--- src/design/dct_defines.svh ---
// Cr DCT widths, block size, fixed-point fraction and level-shift constant
`ifndef DCT_DEFINES_SVH
`define DCT_DEFINES_SVH

// samples per row and rows per block
`define DCT_N 8

// unsigned input sample
`define PIXEL_W 8

// cosine weights are signed with 14 fraction bits
`define WEIGHT_W 14
`define FRAC_W 14

// rounded coefficient handed to the quantizer
`define COEF_W 11

// accumulator widths of the row and column stages
`define ROW_ACC_W 25
`define COL_ACC_W 28

// 128 * 8 * 5793, removed once from the u = 0 row sum instead of
// subtracting 128 from every pixel
`define DC_OFFSET 5932032

`endif

--- src/design/dctPkg.sv ---
// Cr DCT shared types and the coefficient rounding rule
`default_nettype none

`include "dct_defines.svh"

package dctPkg;

	typedef logic [`PIXEL_W-1:0] pixelT;

	typedef logic signed [`WEIGHT_W-1:0] weightT;

	// index k holds T[k][n] for the column n being read
	typedef weightT [0:`DCT_N-1] weightColT;

	typedef logic signed [`COEF_W-1:0] coefT;

	typedef coefT [0:`DCT_N-1] coefRowT;

	// index v*8+u
	typedef coefT [0:`DCT_N*`DCT_N-1] coefBlockT;

	// keep bits 24..14, bump by one when bit 13 is set (round half up)
	function automatic coefT roundCoef(input logic signed [`COL_ACC_W-1:0] sum);
		return coefT'(sum[`FRAC_W+`COEF_W-1:`FRAC_W] + sum[`FRAC_W-1]);
	endfunction

endpackage

`default_nettype wire

--- src/design/dctBasisRom.sv ---
// DCT cosine table returning one column of the 8x8 weight matrix per index
`timescale 1ns/1ps
`default_nettype none

module dctBasisRom import dctPkg::*; (
	input  wire logic [2:0] idx,
	output weightColT       weights
);

	// cos(k*pi/16) / 2, scaled by 2^14
	localparam weightT cos1 = 14'sd8035;
	localparam weightT cos2 = 14'sd7568;
	localparam weightT cos3 = 14'sd6811;
	localparam weightT cos4 = 14'sd5793;
	localparam weightT cos5 = 14'sd4551;
	localparam weightT cos6 = 14'sd3135;
	localparam weightT cos7 = 14'sd1598;

	// each entry lists T[0..7][idx], top row first
	always_comb begin
		case (idx)
			3'd0: begin
				weights = '{cos4, cos1, cos2, cos3, cos4, cos5, cos6, cos7};
			end
			3'd1: begin
				weights = '{cos4, cos3, cos6, -cos7, -cos4, -cos1, -cos2, -cos5};
			end
			3'd2: begin
				weights = '{cos4, cos5, -cos6, -cos1, -cos4, cos7, cos2, cos3};
			end
			3'd3: begin
				weights = '{cos4, cos7, -cos2, -cos5, cos4, cos3, -cos6, -cos1};
			end
			3'd4: begin
				weights = '{cos4, -cos7, -cos2, cos5, cos4, -cos3, -cos6, cos1};
			end
			3'd5: begin
				weights = '{cos4, -cos5, -cos6, cos1, -cos4, -cos7, cos2, -cos3};
			end
			3'd6: begin
				weights = '{cos4, -cos3, cos6, cos7, -cos4, cos1, -cos2, cos5};
			end
			default: begin
				weights = '{cos4, -cos1, cos2, -cos3, cos4, -cos5, cos6, -cos7};
			end
		endcase
	end

endmodule

`default_nettype wire

--- config.mk ---
export PLATFORM = sky130hd
export DESIGN_NAME = dctBasisRom
export DESIGN_NICKNAME = d
export VERILOG_FILES = /design/src/design/dctPkg.sv /design/src/design/dctBasisRom.sv
export VERILOG_INCLUDE_DIRS = /design/src /design/src/design
export SDC_FILE = /design/constraint.sdc
export NUM_CORES = 1
export LEC_CHECK = 0
export BUFFER_PORTS_ARGS = -buffer_cell sky130_fd_sc_hd__buf_2
export CAP_MARGIN = 20
export CORE_MARGIN = 5
export CORE_UTILIZATION = 32
export DETAILED_ROUTE_END_ITERATION = 6
export GPL_ROUTABILITY_DRIVEN = 0
export PLACE_DENSITY = 0.85
export SETUP_SLACK_MARGIN = 0.02
export SKIP_LAST_GASP = 1
export SYNTH_ARGS = -nofsm -noshare
export SYNTH_HDL_FRONTEND = slang
export SYNTH_SLANG_ARGS = --single-unit
--- constraint.sdc ---
create_clock -name vclk -period 1.45
set_input_delay 0.2175 -clock vclk [all_inputs]
set_output_delay 0.2175 -clock vclk [all_outputs]
set_load 0.005 [all_outputs]
# Yosys cells after proc, flatten, opt, wreduce, memory -nomap -nowiden

Index checks and enable logic that the tools add are counted.

Flip-flop bits (word level): 0
Input bits: 3
Logic and storage cells: 8

Equality and inequality tests: 6
Muxes and demuxes: 1
Reductions and logical operators: 1

Operators by type and width:

| cell                 | count |
|---|---|
| $pmux W98 S7         | 1 |
| $eq A3 B3 Y1 const B | 3 |
| $eq A3 B2 Y1 const B | 2 |
| $eq A3 B1 Y1 const B | 1 |
| $logic_not A3 Y1     | 1 |

# Longest topological paths before layout

Depth in word-level cells: 2
Gate-level depth with buffers: 6

# Worst setup path before layout

No wires, ideal clock.

Path kind: in2out
Start: in idx[0]
End: out weights[40] (netlist bit)
Data arrival time: 1270 ps
Required time: 1233 ps
Path slack: -38 ps
Stages: 5
Buffers on the path: 2
Path through: buf_4 -> inv_2 -> fa_1 -> and2_1 -> buf_4

RTL lines:

| what        | line             | RTL |
|---|---|---|
| from (decl) | dctBasisRom.sv:6 | `input wire logic [2:0] idx,` |
| to (decl)   | dctBasisRom.sv:7 | `output weightColT weights` |

==> out/summary.txt <==
Period utilisation layout - 97.00%
WL per Instance - 10.83 um
Nets - 185
FF+latch area - 0 um2
Largest cells by area after synthesis - buf_4, fa_1, nor2_1
Core box area - 3003 um2
Synth top area share - 61.36%
DR vias - 803
FF+latch count - 0
Pint - 0.0002318 W
Routed WL - 2.241 mm
Max Clk Rate - 711.0 MHz
Part of the power in the clock network - 0%
Gate power share - 100.0%
Hold Crit Depth - 3
Largest area contributor in the netlist - buf_4
Area Overhead vs Synth - 9.848%
Routed Antenna Nets - 0
Inst Count DP - 206
Leakage - 0.7015 nW
Global route overflow - 0
Syn Area/Cell - 7.451 um2
Number of global-route vias before repair - 689
Placed Area - 1040 um2
Hold Fails Final Rpt - 0
Worst setup SP type - primary input
Register area share after synthesis - 0%
Peak VDD IR - 94.62 uV
Overall Global Routing Usage - 8.833%
Ys Warns - 0
Share of layout cells above drive strength 1 - 72.41%
Sw frac - 49.54%
Crit path required time - 1.23 ns
Slew Viols, Final - 0
Final core occ - 36.25%
Hold slack - 0.7809 ns
Synth Cell Area - 991.0 um2
Diodes inserted - 0
CP endpoint kind - output port
Initial DRC Count - 6
Final setup fails - 0
Commonest cells after routing, fill and taps aside - buf_2, conb_1, buf_4, inv_1, nor2_1
Port Buf Inserts - 100
Antenna violations before repair - 0
Share of power burned in registers - 0%
CP Max Fanout - 15
TNS Setup - 0 ns
Worst Path Arrival - 1.19 ns
Total of max-cap violations - 0
Synth cell types - 27
Final Non-Filler Cells - 207
Hold Startpoint - idx[2]
DRC errors left - 0
Clock buffer count - 0
Die area - 4310 um2
Worst Hold End - weights[85]
Crit path kind - primary input to output port
Maximum number of pins on one net before global-route repair - 16
Period minus WS final - 1.406 ns
RSZ-0062 raised after global routing - yes
Commonest non-fill, non-tap cell in the layout - buf_2
Vias per inst - 3.879
Status - complete, no violations
Pwr Density - 422.0 nW/um2
Die Ht - 65.65 um
Die Wd - 65.65 um
NetSw - 0.0002276 W
Worst hold path class - primary input to output port
Core Rows - 20
Global-route wire length before repair - 3.187 mm
Cells after Synth - 133
Final instance area - 1089 um2
DRT Pass-1 Iters - 2
IO Count - 115
Starting Density - 33.00%
Detail Placement HPWL - 2.031 mm
## cell type report
type               count  area [um2]
inverters              7       26.28
repair buffers       114       619.3
fillers              337        1914
well taps             33       41.29
multi-input cells     53       401.6
## how the worst max path moves through the flow
stage | from | endpoint | slack, ns | cells after the start
2_1_floorplan | idx[0] | weights[40] | 0.02 | 5
3_3_place_gp | idx[0] | weights[9] | -0.05 | 5
3_5_place_dp | idx[0] | weights[30] | -0.07 | 5
4_1_cts | idx[1] | weights[36] | 0.03 | 5
5_1_grt | idx[0] | weights[9] | -0.02 | 5
6_report | idx[0] | weights[30] | 0.04 | 5
## layer usage
metal	routed length, um	up-vias	global-route usage [%]
li1	-	388	-
met1	854	357	10.75
met5	0	-	0
met3	230	0	0.1709
met4	0	0	0
met2	1156	58	17.90
## synthesized netlist by cell type (2+ instances only)
master / number
xnor2_1: 3
nor2_1: 7
o21ai_0: 2
o21ai_1: 2
clkbuf_1: 3
ha_1: 2
buf_6: 2
o21a_1: 2
o21bai_1: 2
mux2i_1: 2
fa_1: 4
inv_1: 6
buf_4: 81
conb_1: 2
## metrics by stage
stage	setup WS, ns	power, W
5_1_grt	-0.01760	0.0005154
3_5_place_dp	-0.06929	0.0004521
4_1_cts	0.02693	0.0004560
6_report	0.04350	0.0004593
3_3_place_gp	-0.04900	0.0004456
2_1_floorplan	0.02358	0.0004238
## logic make-up after synthesis
family / after synthesis / share of synthesized area, %
AOI/OAI and AO/OA: 10 / 6.692
xor gates and xnor gates: 3 / 2.652
adders and majority gates: 7 / 11.74
buffers and inverters: 93 / 67.42
muxes: 2 / 2.020
other: 2 / 0.7579
and+or+nand+nor: 16 / 8.715
## repair_timing
action                     CTS  global route
pin swaps                    1             4
hold endpoints to repair     0             0
resized for setup            2            11
setup buffers                0             1
setup endpoints to repair    8            34
hold buffers                 0             0
## power by group through the flow
stage          Clock (W)  Sequential [W]  Combinational [W]
5_1_grt                0               0           0.000515
6_report               0               0           0.000459
2_1_floorplan          0               0           0.000424
4_1_cts                0               0           0.000456
3_3_place_gp           0               0           0.000446
3_5_place_dp           0               0           0.000452
## worst max-delay path: stages
cell,delay [ns]
buf_2,0.11
buf_6,0.16
fa_1,0.46
nor2_4,0.12
buf_2,0.12
Power figures use the tool's default switching activity.
