### src/design/dct_defines.svh
// Cr DCT widths, block size, fixed-point fraction and level-shift constant
`ifndef DCT_DEFINES_SVH
`define DCT_DEFINES_SVH

// samples per row and rows per block
`define DCT_N 8

// unsigned input sample
`define PIXEL_W 8

// cosine weights are signed with 14 fraction bits
`define WEIGHT_W 14
`define FRAC_W 14

// rounded coefficient handed to the quantizer
`define COEF_W 11

// accumulator widths of the row and column stages
`define ROW_ACC_W 25
`define COL_ACC_W 28

// 128 * 8 * 5793, removed once from the u = 0 row sum instead of
// subtracting 128 from every pixel
`define DC_OFFSET 5932032

`endif

### src/design/dctPkg.sv
// Cr DCT shared types and the coefficient rounding rule
`default_nettype none

`include "dct_defines.svh"

package dctPkg;

	typedef logic [`PIXEL_W-1:0] pixelT;

	typedef logic signed [`WEIGHT_W-1:0] weightT;

	// index k holds T[k][n] for the column n being read
	typedef weightT [0:`DCT_N-1] weightColT;

	typedef logic signed [`COEF_W-1:0] coefT;

	typedef coefT [0:`DCT_N-1] coefRowT;

	// index v*8+u
	typedef coefT [0:`DCT_N*`DCT_N-1] coefBlockT;

	// keep bits 24..14, bump by one when bit 13 is set (round half up)
	function automatic coefT roundCoef(input logic signed [`COL_ACC_W-1:0] sum);
		return coefT'(sum[`FRAC_W+`COEF_W-1:`FRAC_W] + sum[`FRAC_W-1]);
	endfunction

endpackage

`default_nettype wire

### src/design/dctRowStage.sv
// Cr DCT row stage, a 1-D transform of each incoming row of 8 pixels
`timescale 1ns/1ps
`default_nettype none

`include "dct_defines.svh"

module dctRowStage import dctPkg::*; (
	input  wire logic      clk,
	input  wire logic      rst,
	input  wire logic      enable,
	input  wire pixelT     dataIn,
	input  wire weightColT weights,
	output logic [2:0]     colIdx,
	output logic           rowValid,
	output logic [2:0]     rowIdx,
	output coefRowT        rowCoef
);

	// row position inside the current block
	logic [2:0] rowCount;

	logic rowDone;

	// pixel widened with a zero sign bit so the products stay signed
	logic signed [`PIXEL_W:0] pixelS;

	logic signed [`ROW_ACC_W-1:0] rowAcc [`DCT_N];
	logic signed [`ROW_ACC_W-1:0] prod [`DCT_N];
	logic signed [`ROW_ACC_W-1:0] rowSum [`DCT_N];
	logic signed [`ROW_ACC_W-1:0] dcShifted;

	assign pixelS = {1'b0, dataIn};
	assign rowDone = enable && colIdx == 3'd7;

	// sample and row counters; dropping enable restarts at row 0
	always_ff @(posedge clk) begin
		if (rst) begin
			colIdx <= '0;
			rowCount <= '0;
		end else if (!enable) begin
			colIdx <= '0;
			rowCount <= '0;
		end else begin
			colIdx <= colIdx + 3'd1;
			if (colIdx == 3'd7) begin
				rowCount <= rowCount + 3'd1;
			end
		end
	end

	// running sums, column 0 starts a new row instead of adding
	always_comb begin
		for (int u = 0; u < `DCT_N; u++) begin
			prod[u] = pixelS * weights[u];
			if (colIdx == 3'd0) begin
				rowSum[u] = prod[u];
			end else begin
				rowSum[u] = rowAcc[u] + prod[u];
			end
		end
		// the other weight rows sum to zero, so only u = 0 needs the level shift
		dcShifted = rowSum[0] - `ROW_ACC_W'(`DC_OFFSET);
	end

	always_ff @(posedge clk) begin
		if (enable) begin
			for (int u = 0; u < `DCT_N; u++) begin
				rowAcc[u] <= rowSum[u];
			end
		end
	end

	// finished row goes out together with its index
	always_ff @(posedge clk) begin
		if (rowDone) begin
			rowCoef[0] <= roundCoef(dcShifted);
			for (int u = 1; u < `DCT_N; u++) begin
				rowCoef[u] <= roundCoef(rowSum[u]);
			end
		end
	end

	always_ff @(posedge clk) begin
		if (rst) begin
			rowValid <= 1'b0;
			rowIdx <= '0;
		end else begin
			rowValid <= rowDone;
			if (rowDone) begin
				rowIdx <= rowCount;
			end
		end
	end

endmodule

`default_nettype wire

### config.mk
export PLATFORM = sky130hd
export DESIGN_NAME = dctRowStage
export DESIGN_NICKNAME = d
export VERILOG_FILES = /design/src/design/dctPkg.sv /design/src/design/dctRowStage.sv
export VERILOG_INCLUDE_DIRS = /design/src /design/src/design
export SDC_FILE = /design/constraint.sdc
export NUM_CORES = 2
export LEC_CHECK = 0
export ABC_AREA = 1
export BUFFER_PORTS_ARGS = -buffer_cell sky130_fd_sc_hd__buf_2
export CAP_MARGIN = 5
export CELL_PAD_IN_SITES_DETAIL_PLACEMENT = 0
export CELL_PAD_IN_SITES_GLOBAL_PLACEMENT = 2
export CORE_ASPECT_RATIO = 0.6
export CORE_UTILIZATION = 41
export DETAILED_ROUTE_END_ITERATION = 16
export GPL_ROUTABILITY_DRIVEN = 0
export PLACE_DENSITY = 0.95
export SLEW_MARGIN = 30
export SYNTH_ARGS = -nofsm -noshare
export SYNTH_HDL_FRONTEND = slang
export SYNTH_SLANG_ARGS = --single-unit
### constraint.sdc
create_clock -name clk -period 15.45 [get_ports clk]
set_clock_uncertainty 0.15 [all_clocks]
set_input_delay 1.545 -clock clk [delete_from_list [all_inputs] [get_ports clk]]
set_output_delay 1.545 -clock clk [all_outputs]
set_load 0.05 [all_outputs]
=== Yosys cells after proc, flatten, opt, wreduce, memory -nomap -nowiden ===
Memories as Yosys holds them, arrays and structs flattened.
Index checks and enable logic that the tools add are counted.

* Register bits: 98
* Bits in writable memories: 200
* Input port bits: 123
* Output and inout bits: 95
* Logic and storage cells: 55
* Memories: 1

{| class="wikitable"
|+ Memory list
! memory !! depth !! bits a word !! read ports !! clocked after memory_dff !! wr ports !! RTL line !! RTL
|-
| rowAcc || 8 || 25 || 8 || 0 || 8 || dctRowStage.sv:27 || <nowiki>logic signed [`ROW_ACC_W-1:0] rowAcc [`DCT_N];</nowiki>
|}

* Add/sub/neg operators: 19
* $mul: 8
* Equal/unequal tests: 1
* Multiplexer cells: 10
* Bitwise logic cells: 1
* Reductions and logical operators: 3

{| class="wikitable"
|+ Operator list
! cell !! count
|-
| $add 25x23->25 || 8
|-
| $mux 25 || 8
|-
| $mul 9x14->23 || 8
|-
| $add 11x1->11 || 8
|-
| $sub 25x24->25 const B || 1
|-
| $add 3x1->3 const B || 2
|-
| $eq 3x3->1 const B || 1
|-
| $logic_not 3->1 || 1
|-
| $mux 1 || 2
|-
| $reduce_or 2->1 || 1
|-
| $logic_and 1x1->1 || 1
|-
| $not 1->1 || 1
|}

=== Longest topological paths before layout ===
* Depth after elaboration: 5
* Gate-level depth with buffers: 45
* Gate-level depth less buffers: 43

=== Least setup slack after synthesis ===
Ideal clock, no wire load.

* Kind: input -> register
* Start: in dataIn[0]
* End: reg rowCoef[52] (netlist bit), data pin
* Library setup time: 0.258 ns
* Arrival: 7.647 ns
* Data required time: 15.042 ns
* Path slack: 7.395 ns
* Cell stages on the path: 29
* Path buffers: 2
* Cells stage by stage: clkbuf_1 > clkbuf_1 > nand2_1 > fa_1 > inv_1 > fa_1 > inv_1 > fa_1 > inv_1 > fa_1 > ha_1 > a21oi_1 > o21ai_0 > a21o_1 > a31oi_1 > xnor2_1 > ha_1 > nand2_1 > o21ai_0 > o21bai_1 > a21oi_1 > or2_2 > a31oi_1 > ha_1 > ha_1 > inv_1 > nor3_1 > nand3_1 > xnor2_1

{| class="wikitable"
|+ RTL lines
! element !! RTL line !! RTL
|-
| start, declared || dctRowStage.sv:11 || <nowiki>input wire pixelT dataIn,</nowiki>
|-
| end signal, assigned by index || dctRowStage.sv:78 || <nowiki>rowCoef[u] <= roundCoef(rowSum[u]);</nowiki>
|-
| end, declared || dctRowStage.sv:16 || <nowiki>output coefRowT rowCoef</nowiki>
|}

==> reports/metrics.yaml <==
outcome: "complete, no violations"
postRouteAntennaNets: 0
ys_seq_elements: 298
drive_gt1_share_pct: 5.45
dominantRegCellSynth: "edfxtp_1"
antenna_found_initial: 39
postCtsResizedCells: 0
multi_input_area_um2: 41800
floorplan.core_area_um2: 143000
wl_met2_um: 62000
hold_path_class: "reg2reg"
startpoint_of_the_worst_hold_path: "colIdx[0]"
cts_made_buffers: 42
worst_reg_to_reg_cells: 16
post_synth.cell_area_avg_um2: 7.30
drtIter0Drc: 4616
drt_first_pass_iters: 5
ys_async_sr_fraction_pct: 0
rrSetupSlack_ns: 11.30
clkTransAtPathRegs_ns: 0.06
met3RoutedLength_um: 15400
min_path_cells: 1
cts_setup_buffers: 0
die_outline_area_um2: 147000
detailedPlace.worstSlack_ns: 5.62
setup_violating_endpoint_count_in_the_final_report: 0
post_synth_instance_area_um2: 59500
rsz0062_at_grt: "false"
cp_data_arrival_time_ns: 9.70
cts_hold_buf: 0
number_of_vias_per_cell: 4.99
sequential_share_of_the_synthesized_area_pct: 14.9
first_global_vias: 49017
finalWorstPathRequiredPeriod_ns: 9.49
setup-tns-final_ns: 0
final.fill_count: 14538
timing.setup.critical_path_class: "in2reg"
finalWorstSetupSlack_ns: 5.96
clock_sinks: 298
count_of_standard_cell_rows: 107
pin_count_of_the_biggest_net_entering_global_routing: 140
synth-warning-count: 0
critPathMaxFanout: 65
floorplan.die.width_um: 494
cts_tree: "done"
final_min_period_over_clock_period_pct: 61.4
number_of_top_level_pins: 218
track_usage_pct: 24.1
final_net_count: 9602
r2r-end: "rowCoef[30]"
cts_buffer_depth: 3
number_of_endpoints_with_negative_hold_slack_in_the_final_report: 0
slew-limit-headroom_pct: 35.6
cts.htree.levels: 2
maxClockFrequency_ghz: 0.105
cp_data_required_time_ns: 15.66
net_count_of_the_mapped_netlist: 9574
hpwlAfterDp_um: 142000
layout_commonest_cell: "nand2_1"
route.layer.met1.wl_um: 93300
worstHoldEndpoint: "colIdx[0]"
grt_first_pass_wirelength_um: 279000
drt_wl_total_um: 174000
cts_root_buffer: "clkbuf_16"
crit_path_start_kind: "input port"
io_buffers: 217
floorplan.initialDensity_pct: 41.6
cap_viol_max_count: 0
wl_per_cell_um: 17.2
post_synth_inst_count: 8140
drt_drc_violations_left: 0
tightestPinTransition_ns: 0.966
timing.hold.ws_ns: 0.311
cp-end-kind: "flip-flop"
synthesis_to_finish_area_growth_pct: 6.77
die_height_um: 297
maxUsedRoutingLayer: "met5"
timing.final.max_slew_violations: 0
clk_latency_ns: 0.66
layout_common_cells: "nand2_1, inv_1, fa_1"
post_synth_num_cell_types: 59
grt.overflow.total: 0
detailroute.via_count: 50458
rr_startpoint: "rowAcc[1][27]"
synth_edf_count: 288
ff_latch_area_um2: 8850
## per-layer routing
layer,vias to the layer above,track usage (%)
met3,152,4.44
met1,23681,40.7
met2,1741,30.5
li1,24878,-
met5,-,0
met4,6,4.48
## synth_stat cells, types with 25 or more instances
library cell	number	area (um^2)
fa_1	728	14600
nand4_1	99	619
or2_2	34	213
inv_1	2031	7620
clkbuf_2	108	541
a21oi_1	397	1990
ha_1	583	7290
xnor2_1	100	876
xor2_1	146	1280
o21ai_0	284	1420
clkbuf_1	114	428
a21o_1	35	263
a31oi_1	25	156
nand2_2	25	156
nand3_1	326	1630
nor2_1	345	1290
nor3_1	46	230
o21bai_1	28	210
edfxtp_1	288	8650
nand2_1	2143	8040
## how the worst max path moves through the flow
stage	start	endpoint	slack (ns)	cells after the start
detailed placement	dataIn[3]	rowCoef[60]	5.62	25
CTS	dataIn[0]	rowCoef[60]	6.29	30
global placement	dataIn[0]	rowCoef[60]	5.62	28
floorplan	dataIn[0]	rowCoef[52]	7.39	29
global route	dataIn[0]	rowCoef[62]	5.71	34
finish	dataIn[0]	rowCoef[60]	5.96	28
## area by class of cell
type,instances,share of cell area (%)
timing repair buffer,235,2.01
clock buffer,47,1.69
inverter,2041,12.1
sequential,298,13.9
antenna,14,0.0552
multi-input combinational,5550,65.9
tap,1907,3.76
clock inverter,28,0.568
## registers in the layout (all words and copies together) (netlist names)
signal / count
rowIdx: 3
colIdx: 3
rowCount: 3
rowCoef: 88
rowValid: 1
rowAcc: 200
## cell families (layout without fill, tap and decap cells)
| kind of cell | after synthesis | after routing | share of synthesized area (%) |
|---|---|---|---|
| AND/OR/NAND/NOR | 3110 | 3110 | 21.7 |
| adder cells (fa/ha/maj) | 1311 | 1311 | 36.8 |
| flip-flops | 298 | 298 | 14.9 |
| XOR/XNOR | 247 | 247 | 3.65 |
| other | 0 | 14 | 0 |
| AO/OA/AOI/OAI | 882 | 882 | 8.25 |
| buffers and inverters | 2292 | 2351 | 14.7 |
## stage by stage
stage	instance area [um^2]	util, %	cells
after floorplan	59500	-	8140
after global placement	62000	43.4	10031
after detailed placement	62000	43.4	10031
after CTS	63400	44.4	10106
after global routing	63500	44.4	10116
final	63500	44.4	10120
## worst max-delay path: stages
cell,delay [ns]
buf_4,0.45
buf_4,0.77
nand2_1,0.17
fa_1,0.60
fa_1,0.45
fa_1,0.50
fa_1,0.50
inv_1,0.05
ha_1,0.35
a21oi_1,0.29
nand2_1,0.23
a21oi_1,0.33
xnor2_1,0.15
ha_1,0.40
nand2_1,0.13
nor2_1,0.16
inv_1,0.06
nor4_1,0.54
a21oi_1,0.24
xor2_1,0.19
nand2_1,0.06
o21ai_0,0.08
inv_1,0.12
ha_1,0.30
inv_1,0.08
nor2_2,0.19
nand2_1,0.09
xnor2_1,0.47
Power is left out: the tool's default activity adds up to more than one toggle a clock period on the data nets, which glitch-free logic cannot reach.
